`config.mk`:
```
export PLATFORM = sky130hd
export DESIGN_NAME = mem_stage_top
export DESIGN_NICKNAME = d
export VERILOG_FILES = /design/src/cpu_mem_pkg.sv /design/src/mem_addr_decode.sv /design/src/axil_interface.sv /design/src/axil_master.sv /design/src/mem_stage_top.sv
export SDC_FILE = /design/constraint.sdc
export NUM_CORES = 1
export LEC_CHECK = 0
export BUFFER_PORTS_ARGS = -buffer_cell sky130_fd_sc_hd__buf_2
export CORE_ASPECT_RATIO = 0.7
export CORE_MARGIN = 1
export CORE_UTILIZATION = 49
export DETAILED_ROUTE_END_ITERATION = 8
export MAX_ROUTING_LAYER = met4
export PLACE_DENSITY = 0.89
export SYNTH_ARGS = -nofsm -noshare
export SYNTH_HDL_FRONTEND = slang
export SYNTH_SLANG_ARGS = --single-unit
```
`constraint.sdc`:
```
create_clock -name CLK -period 9.7 [get_ports CLK]
set_input_delay 2.425 -clock CLK [delete_from_list [all_inputs] [get_ports CLK]]
set_output_delay 2.425 -clock CLK [all_outputs]
set_load 0.05 [all_outputs]
```
`src/cpu_mem_pkg.sv`:
```
// load/store encodings, AXI-lite window and bus widths
// packed structs passed between the data-memory stages
`default_nettype none

package cpu_mem_pkg;

  localparam int ADDR_WIDTH = 32;
  localparam int BUS_WIDTH  = 32;
  localparam int STRB_WIDTH = BUS_WIDTH / 8;

  // peripheral window, 4 KiB at 0x4000_0000
  localparam logic [ADDR_WIDTH-1:0] AXIL_BASE = 32'h4000_0000;
  localparam logic [ADDR_WIDTH-1:0] AXIL_MASK = 32'hffff_f000;

  typedef enum logic [2:0] {
    LOAD_NONE   = 3'd0,
    LOAD_BYTE   = 3'd1,
    LOAD_HALF   = 3'd2,
    LOAD_WORD   = 3'd3,
    LOAD_BYTE_U = 3'd4,
    LOAD_HALF_U = 3'd5
  } load_type_t;

  typedef enum logic [1:0] {
    STORE_NONE = 2'd0,
    STORE_BYTE = 2'd1,
    STORE_HALF = 2'd2,
    STORE_WORD = 2'd3
  } store_type_t;

  // operation from the execute stage
  typedef struct packed {
    logic                  valid;
    logic [ADDR_WIDTH-1:0] addr;
    load_type_t            ltype;
    store_type_t           stype;
    logic [BUS_WIDTH-1:0]  wdata;
  } mem_op_t;

  // MEM1 slot, address region already resolved
  typedef struct packed {
    logic                  valid;
    logic [ADDR_WIDTH-1:0] addr;
    load_type_t            ltype;
    store_type_t           stype;
    logic [BUS_WIDTH-1:0]  wdata;
    logic                  in_window;
  } mem1_op_t;

  typedef struct packed {
    logic                  start_read;
    logic                  start_write;
    logic [ADDR_WIDTH-1:0] raddr;
    logic [ADDR_WIDTH-1:0] waddr;
    logic [BUS_WIDTH-1:0]  wdata;
    logic [STRB_WIDTH-1:0] wstrb;
  } axil_start_t;

  typedef struct packed {
    logic                 done_read;
    logic                 done_write;
    logic [BUS_WIDTH-1:0] rdata;
  } axil_done_t;

  // master-driven AXI-lite channels
  typedef struct packed {
    logic                  awvalid;
    logic [ADDR_WIDTH-1:0] awaddr;
    logic                  wvalid;
    logic [BUS_WIDTH-1:0]  wdata;
    logic [STRB_WIDTH-1:0] wstrb;
    logic                  bready;
    logic                  arvalid;
    logic [ADDR_WIDTH-1:0] araddr;
    logic                  rready;
  } axil_req_t;

  // slave-driven AXI-lite channels
  typedef struct packed {
    logic                 awready;
    logic                 wready;
    logic                 bvalid;
    logic [1:0]           bresp;
    logic                 arready;
    logic                 rvalid;
    logic [BUS_WIDTH-1:0] rdata;
    logic [1:0]           rresp;
  } axil_rsp_t;

endpackage

`default_nettype wire

```
`src/mem_addr_decode.sv`:
```
// MEM1 pipeline register
// loads the incoming operation and resolves its address region
`timescale 1ns/1ps
`default_nettype none

module mem_addr_decode
  import cpu_mem_pkg::*;
(
  input  logic     CLK,
  input  logic     RST,
  input  mem_op_t  op_in,
  input  logic     stall,
  output logic     in_ready,
  output mem1_op_t mem1
);

  logic                  valid_q;
  logic [ADDR_WIDTH-1:0] addr_q;
  load_type_t            ltype_q;
  store_type_t           stype_q;
  logic [BUS_WIDTH-1:0]  wdata_q;
  logic                  in_window_q;
  logic                  hit;

  // upstream may hand over a new op whenever MEM1 is free to move
  assign in_ready = !stall;

  // peripheral window match on the incoming address
  assign hit = (op_in.addr & AXIL_MASK) == AXIL_BASE;

  // slot valid, cleared on cycles with nothing accepted
  always_ff @(posedge CLK) begin
    if (RST) begin
      valid_q <= 1'b0;
    end else if (!stall) begin
      valid_q <= op_in.valid;
    end
  end

  // operation fields
  always_ff @(posedge CLK) begin
    if (!stall && op_in.valid) begin
      addr_q      <= op_in.addr;
      ltype_q     <= op_in.ltype;
      stype_q     <= op_in.stype;
      wdata_q     <= op_in.wdata;
      in_window_q <= hit;
    end
  end

  always_comb begin
    mem1.valid     = valid_q;
    mem1.addr      = addr_q;
    mem1.ltype     = ltype_q;
    mem1.stype     = stype_q;
    mem1.wdata     = wdata_q;
    mem1.in_window = in_window_q;
  end

endmodule

`default_nettype wire

```
`src/axil_interface.sv`:
```
// AXI-lite start-pulse generator for MEM1
// read/write pending flags and the pipeline stall level
`timescale 1ns/1ps
`default_nettype none

module axil_interface
  import cpu_mem_pkg::*;
(
  input  logic        CLK,
  input  logic        RST,
  input  mem1_op_t    mem1,
  input  axil_done_t  done,
  output axil_start_t start,
  output logic        stall
);

  logic active;
  logic rreq;
  logic wreq;
  logic rreq_pending;
  logic wreq_pending;

  // only word accesses inside the window go out on the bus
  assign active = mem1.valid && mem1.in_window &&
                  (mem1.ltype == LOAD_WORD || mem1.stype == STORE_WORD);

  assign rreq = active && (mem1.ltype == LOAD_WORD);
  assign wreq = active && (mem1.stype == STORE_WORD);

  // read pending, set with the start pulse and dropped by done
  always_ff @(posedge CLK) begin
    if (RST) begin
      rreq_pending <= 1'b0;
    end else if (done.done_read) begin
      rreq_pending <= 1'b0;
    end else if (rreq && !rreq_pending) begin
      rreq_pending <= 1'b1;
    end
  end

  // write pending
  always_ff @(posedge CLK) begin
    if (RST) begin
      wreq_pending <= 1'b0;
    end else if (done.done_write) begin
      wreq_pending <= 1'b0;
    end else if (wreq && !wreq_pending) begin
      wreq_pending <= 1'b1;
    end
  end

  always_comb begin
    if (active) begin
      start.start_read  = rreq && !rreq_pending;
      start.start_write = wreq && !wreq_pending;
      start.raddr       = mem1.addr;
      start.waddr       = mem1.addr;
      start.wdata       = mem1.wdata;
      start.wstrb       = '1;
    end else begin
      start.start_read  = 1'b0;
      start.start_write = 1'b0;
      start.raddr       = '0;
      start.waddr       = '0;
      start.wdata       = '0;
      start.wstrb       = '0;
    end
  end

  // hold the pipe until the matching done shows up;
  // the done cycle itself lets the next op in
  assign stall = (rreq && !done.done_read) || (wreq && !done.done_write);

endmodule

`default_nettype wire

```
`src/axil_master.sv`:
```
// AXI-lite master with independent read and write sequencers
// driven by start pulses, returns done pulses and read data
`timescale 1ns/1ps
`default_nettype none

module axil_master
  import cpu_mem_pkg::*;
(
  input  logic        CLK,
  input  logic        RST,
  input  axil_start_t start,
  output axil_done_t  done,
  output axil_req_t   bus_req,
  input  axil_rsp_t   bus_rsp
);

  typedef enum logic [1:0] {
    R_IDLE,
    R_ADDR,
    R_DATA
  } rd_state_t;

  typedef enum logic [1:0] {
    W_IDLE,
    W_ADDR,
    W_RESP
  } wr_state_t;

  rd_state_t             rd_state;
  wr_state_t             wr_state;
  logic [ADDR_WIDTH-1:0] raddr_q;
  logic [ADDR_WIDTH-1:0] waddr_q;
  logic [BUS_WIDTH-1:0]  wdata_q;
  logic [STRB_WIDTH-1:0] wstrb_q;
  logic [BUS_WIDTH-1:0]  rdata_q;
  logic                  aw_done;
  logic                  w_done;
  logic                  done_read_q;
  logic                  done_write_q;
  logic                  aw_hs;
  logic                  w_hs;

  assign aw_hs = bus_req.awvalid && bus_rsp.awready;
  assign w_hs  = bus_req.wvalid && bus_rsp.wready;

  // read path: idle -> address -> data
  always_ff @(posedge CLK) begin
    if (RST) begin
      rd_state    <= R_IDLE;
      done_read_q <= 1'b0;
    end else begin
      done_read_q <= 1'b0;
      case (rd_state)
        R_IDLE: if (start.start_read) rd_state <= R_ADDR;
        R_ADDR: if (bus_rsp.arready) rd_state <= R_DATA;
        R_DATA: begin
          if (bus_rsp.rvalid) begin
            rd_state    <= R_IDLE;
            done_read_q <= 1'b1;
          end
        end
        default: rd_state <= R_IDLE;
      endcase
    end
  end

  // read address and returned data
  always_ff @(posedge CLK) begin
    if (rd_state == R_IDLE && start.start_read) begin
      raddr_q <= start.raddr;
    end
    if (rd_state == R_DATA && bus_rsp.rvalid) begin
      rdata_q <= bus_rsp.rdata;
    end
  end

  // write path: AW and W may be accepted in either order
  always_ff @(posedge CLK) begin
    if (RST) begin
      wr_state     <= W_IDLE;
      aw_done      <= 1'b0;
      w_done       <= 1'b0;
      done_write_q <= 1'b0;
    end else begin
      done_write_q <= 1'b0;
      case (wr_state)
        W_IDLE: if (start.start_write) wr_state <= W_ADDR;
        W_ADDR: begin
          if ((aw_done || aw_hs) && (w_done || w_hs)) begin
            wr_state <= W_RESP;
            aw_done  <= 1'b0;
            w_done   <= 1'b0;
          end else begin
            aw_done <= aw_done || aw_hs;
            w_done  <= w_done || w_hs;
          end
        end
        W_RESP: begin
          if (bus_rsp.bvalid) begin
            wr_state     <= W_IDLE;
            done_write_q <= 1'b1;
          end
        end
        default: wr_state <= W_IDLE;
      endcase
    end
  end

  always_ff @(posedge CLK) begin
    if (wr_state == W_IDLE && start.start_write) begin
      waddr_q <= start.waddr;
      wdata_q <= start.wdata;
      wstrb_q <= start.wstrb;
    end
  end

  always_comb begin
    bus_req.arvalid = (rd_state == R_ADDR);
    bus_req.araddr  = raddr_q;
    bus_req.rready  = 1'b1;
    bus_req.awvalid = (wr_state == W_ADDR) && !aw_done;
    bus_req.awaddr  = waddr_q;
    bus_req.wvalid  = (wr_state == W_ADDR) && !w_done;
    bus_req.wdata   = wdata_q;
    bus_req.wstrb   = wstrb_q;
    bus_req.bready  = 1'b1;
  end

  // response codes are not checked
  always_comb begin
    done.done_read  = done_read_q;
    done.done_write = done_write_q;
    done.rdata      = rdata_q;
  end

endmodule

`default_nettype wire

```
`src/mem_stage_top.sv`:
```
// data-memory stage top level
// MEM1 register, start-pulse generator and AXI-lite master
`timescale 1ns/1ps
`default_nettype none

module mem_stage_top
  import cpu_mem_pkg::*;
(
  input  logic                 CLK,
  input  logic                 RST,
  input  mem_op_t              op_in,
  output logic                 in_ready,
  output axil_req_t            bus_req,
  input  axil_rsp_t            bus_rsp,
  output logic                 load_valid,
  output logic [BUS_WIDTH-1:0] load_data
);

  mem1_op_t    mem1;
  logic        stall;
  axil_start_t start;
  axil_done_t  done;

  mem_addr_decode mem_addr_decode_i (
    .CLK      (CLK),
    .RST      (RST),
    .op_in    (op_in),
    .stall    (stall),
    .in_ready (in_ready),
    .mem1     (mem1)
  );

  axil_interface axil_interface_i (
    .CLK   (CLK),
    .RST   (RST),
    .mem1  (mem1),
    .done  (done),
    .start (start),
    .stall (stall)
  );

  axil_master axil_master_i (
    .CLK     (CLK),
    .RST     (RST),
    .start   (start),
    .done    (done),
    .bus_req (bus_req),
    .bus_rsp (bus_rsp)
  );

  // read completion goes straight back to the pipeline
  assign load_valid = done.done_read;
  assign load_data  = done.rdata;

endmodule

`default_nettype wire

```
==> tab_implementation.tex <==
\begin{tabular}{lr}
\hline
Metric & Value \\
\hline
\multicolumn{2}{l}{\textbf{Synthesis}} \\
Post-synthesis cell type count & 30 \\
Synthesized-area fraction occupied by xor and xnor cells & 0\% \\
Warnings from Yosys & 0 \\
Post-synthesis compound-gate area fraction & $\sim$1.3\% \\
Fraction of the mapped netlist area in adder cells & 0\% \\
Top-area cell type share of the netlist area & a little under nine tenths \\
Basic-gate share of the synthesized area counting and, or, nand and nor cells & around 8.6\% \\
Portion of the post-synthesis area used by sequential elements & between 80\% and 90\% \\
Multiplexer area fraction after synthesis & 0\% \\
Top cell type by total area after synthesis & sky130\_fd\_sc\_hd\_\_edfxtp\_1 \\
Synth Register Bits & between 200 and 250 \\
Avg Synthesized Cell Area & 20.5 um2 \\
Cell types with the largest area share after synthesis & sky130\_fd\_sc\_hd\_\_edfxtp\_1 86\%, sky130\_fd\_sc\_hd\_\_and2\_1 5.7\%, sky130\_fd\_sc\_hd\_\_dfxtp\_1 3.2\% \\
Instance count of the mapped netlist & around 340 \\
Main combinational cell family by area after synthesis & simple AND/OR/NAND/NOR gates \\
Mapped cell area & 6980 um2 \\
\multicolumn{2}{l}{\textbf{STA}} \\
Min Tclk post-route & roughly 4.5 ns \\
Count of pins over their slew limit & 0 \\
Period Utilization, post-route & 46.3\% \\
Worst-case clock skew & about 0.0081 ns \\
Final count of negative-setup-slack endpoints & 0 \\
TNS Setup & 0 ns \\
Rel. slew slack & between 20\% and 30\% \\
Unrepaired setup endpoints after global routing & no \\
Worst Tran Pin Value & 1.08 ns \\
Count of final hold-check violations & 0 \\
Maximum clock frequency & 0.223 GHz \\
\multicolumn{2}{l}{\textbf{CTS}} \\
Post-CTS resize count & 0 \\
Clock tree from TritonCTS & built \\
CTS Buf Count & 20 \\
Post-CTS Setup Repair Bufs & 0 \\
Post-CTS Hold Fix Bufs & 0 \\
Clock net sink count & 210 \\
Maximum number of buffers from clock root to sink & 3 \\
CTS H-tree depth & 1 \\
Clock slew at the register clock pins of the worst setup and hold paths & around 0.06 ns \\
Clock network latency to the later pin of the worst-skew pair & approximately 0.47 ns \\
Clock root cell & sky130\_fd\_sc\_hd\_\_clkbuf\_16 \\
\multicolumn{2}{l}{\textbf{Run}} \\
Max-cap check violation count & 0 \\
\multicolumn{2}{l}{\textbf{Die}} \\
Effective utilization at floorplan & between 50\% and 60\% \\
Total core area & about 14,000 um2 \\
Count of boundary I/O pins & 252 \\
Floorplan row count & 36 \\
Die span in y & around 100 um \\
Die area & roughly 15,000 um2 \\
Die X-Extent & 145 um \\
\multicolumn{2}{l}{\textbf{Finish}} \\
Nets & a little over 700 \\
Utilization of the core after routing & around 65\% \\
Fraction of layout instances using a drive strength above 1 & around 46\% \\
Layout area overhead & 29.6\% \\
Antenna diodes & 0 \\
\multicolumn{2}{l}{\textbf{Drt}} \\
Antenna-violating nets left & 0 \\
Post-detailed-route DRC marker count & 0 \\
Final routed wire length divided by cell count & 17.5 um \\
Iter 0 DRT Violations & around 180 \\
Drt first pass iters & 4 \\
Routed wire length & 14,100 um \\
Vias after detailed routing & 3,942 \\
Via density per instance & 4.90 \\
\multicolumn{2}{l}{\textbf{Global route}} \\
Overall track demand over capacity in global routing & roughly a fifth \\
Total overflow reported by the global router & 0 \\
Wire length of the first global-routing pass & around 20,000 um \\
Number of global-route vias before repair & around 3,900 \\
Antenna violations before repair & 0 \\
Largest net degree at the start of global routing & 71 \\
\multicolumn{2}{l}{\textbf{Critical path}} \\
Category of the most critical setup path & reg2out \\
Highest cell delay on the worst timing path & roughly 0.69 ns \\
Critical path capture point type & primary output \\
Slowest stage cell on the critical path & sky130\_fd\_sc\_hd\_\_o32ai\_1 \\
Biggest fanout along the worst timing path & 4 \\
Cell-by-cell trace of the critical path & nand4\_1 -> o32ai\_1 -> inv\_1 -> buf\_2 \\
Startpoint class of the critical path & flip-flop \\
WP data required & $\sim$7.3 ns \\
Crit path DAT & between 2 and 2.5 ns \\
Worst R2R Path Depth & 4 \\
\multicolumn{2}{l}{\textbf{Worst hold path}} \\
Kind of path behind the tightest hold check & reg2reg \\
Number of cells on the worst hold path & 1 \\
\multicolumn{2}{l}{\textbf{Placed design}} \\
RePlAce Congestion & between 0.7 and 0.8 \\
Buffers added on ports & 245 \\
Detailed Place HPWL & around 9800 um \\
\multicolumn{2}{l}{\textbf{Power and ir drop}} \\
Post-route total power & 1.77 mW \\
Leakage power & about 3.8 nW \\
Power Density & between 150 and 200 nW/um2 \\
Worst vdd rail ir drop & approximately 120 uV \\
\multicolumn{2}{l}{\textbf{Run status}} \\
Run status & finished clean \\
\hline
\end{tabular}
area by class of cell:
class,count,area (um2)
well taps,190,238
inverters,4,15.0
clock inverters,7,35.0
repair buffers,251,1270
flip-flops and latches,210,6200
clock buffers,28,562
fillers,933,4870
multi-input cells,115,728
stage by stage:
stage                     instance area, um2  worst slack [ns]  hold slack, ns  instances
after floorplan                         6980              2.38           0.401        342
after global placement                  8450              5.83           0.418        770
after detailed placement                8450              5.72           0.441        770
after CTS                               9040              5.19           0.455        805
after global routing                    9040              5.09           0.479        805
final                                   9040              5.21           0.452        805
routing by layer:
metal | routed length, um | vias up | GRT usage, %
li1 | - | 1801 | -
met1 | 5840 | 1961 | 23.7
met2 | 7160 | 157 | 32.2
met3 | 749 | 23 | 3.61
met4 | 310 | 0 | 5.18
met5 | 0 | - | -
sequential cells by signal, indices dropped and copies added (netlist names):
signal,flops
axil_interface_i.rreq_pending,1
axil_interface_i.wreq_pending,1
axil_master_i.aw_done,1
axil_master_i.done_read_q,1
axil_master_i.done_write_q,1
axil_master_i.raddr_q,32
axil_master_i.rd_state,2
axil_master_i.rdata_q,32
axil_master_i.w_done,1
axil_master_i.waddr_q,32
axil_master_i.wdata_q,32
axil_master_i.wr_state,2
axil_master_i.wstrb_q,1
mem_addr_decode_i.addr_q,32
mem_addr_decode_i.in_window_q,1
mem_addr_decode_i.ltype_q,3
mem_addr_decode_i.stype_q,2
mem_addr_decode_i.valid_q,1
mem_addr_decode_i.wdata_q,32
cells in the mapped netlist:
cell,count
sky130_fd_sc_hd__a211oi_1,3
sky130_fd_sc_hd__a211oi_2,1
sky130_fd_sc_hd__a21oi_1,3
sky130_fd_sc_hd__and2_1,64
sky130_fd_sc_hd__buf_2,1
sky130_fd_sc_hd__buf_4,6
sky130_fd_sc_hd__clkbuf_1,1
sky130_fd_sc_hd__clkbuf_2,5
sky130_fd_sc_hd__conb_1,1
sky130_fd_sc_hd__dfxtp_1,11
sky130_fd_sc_hd__edfxtp_1,199
sky130_fd_sc_hd__inv_1,4
sky130_fd_sc_hd__nand2_1,3
sky130_fd_sc_hd__nand2b_1,3
sky130_fd_sc_hd__nand3_1,1
sky130_fd_sc_hd__nand4_1,2
sky130_fd_sc_hd__nor2_1,11
sky130_fd_sc_hd__nor2b_1,2
sky130_fd_sc_hd__nor3_1,3
sky130_fd_sc_hd__nor3b_1,2
sky130_fd_sc_hd__nor4_1,6
sky130_fd_sc_hd__nor4b_1,1
sky130_fd_sc_hd__o21ai_1,1
sky130_fd_sc_hd__o21ba_2,1
sky130_fd_sc_hd__o22a_1,1
sky130_fd_sc_hd__o22ai_1,1
sky130_fd_sc_hd__o32ai_1,1
sky130_fd_sc_hd__or2_2,1
sky130_fd_sc_hd__or3_1,1
sky130_fd_sc_hd__or4_1,1
layout by cell type, fill, tap and decap left out, types with 2 or more instances in the layout:
master	netlist	layout
sky130_fd_sc_hd__buf_4	6	6
sky130_fd_sc_hd__nand2b_1	3	3
sky130_fd_sc_hd__nand4_1	2	2
sky130_fd_sc_hd__nor2b_1	2	2
sky130_fd_sc_hd__a211oi_1	3	3
sky130_fd_sc_hd__nor2_1	11	9
sky130_fd_sc_hd__nand2_1	3	3
sky130_fd_sc_hd__and2_1	64	64
sky130_fd_sc_hd__nor4_1	6	4
sky130_fd_sc_hd__a21oi_1	3	3
sky130_fd_sc_hd__buf_2	1	245
sky130_fd_sc_hd__nor4_2	0	2
sky130_fd_sc_hd__clkinv_2	0	3
sky130_fd_sc_hd__clkbuf_1	1	6
sky130_fd_sc_hd__dfxtp_1	11	11
sky130_fd_sc_hd__nor3_1	3	3
sky130_fd_sc_hd__inv_1	4	4
sky130_fd_sc_hd__conb_1	1	2
sky130_fd_sc_hd__nor3b_1	2	2
sky130_fd_sc_hd__edfxtp_1	199	199
sky130_fd_sc_hd__clkbuf_16	0	21
sky130_fd_sc_hd__clkinv_1	0	3
critical path: cells and delay by family (launching register included):
family	cells	cell delay [ns]
buffers and inverters	2	0.34
and+or+nand+nor	1	0.21
AOI/OAI and AO/OA	1	0.69
DFF	1	0.35
final timing paths:
check / startpoint / end / slack (ns)
max: mem_addr_decode_i.in_window_q / in_ready / 5.21
min: axil_master_i.done_write_q / axil_interface_i.wreq_pending / 0.45
max reg2reg: mem_addr_decode_i.in_window_q / axil_master_i.raddr_q[8] / 7.12
min reg2reg: axil_master_i.done_write_q / axil_interface_i.wreq_pending / 0.45
cell families after synthesis:
| logic type | after synthesis |
|---|---|
| DFF | 210 |
| and+or+nand+nor | 101 |
| buffers and inverters | 17 |
| AOI/OAI and AO/OA | 12 |
| other | 1 |
power by group:
group	switching, mW	total, mW	internal, mW
sequential	0.00471	1.01	1.01
clock	0.300	0.705	0.404
combinational	0.0280	0.0479	0.0198
total	0.333	1.77	1.43
Note: power is estimated with default switching activity, not from simulation.
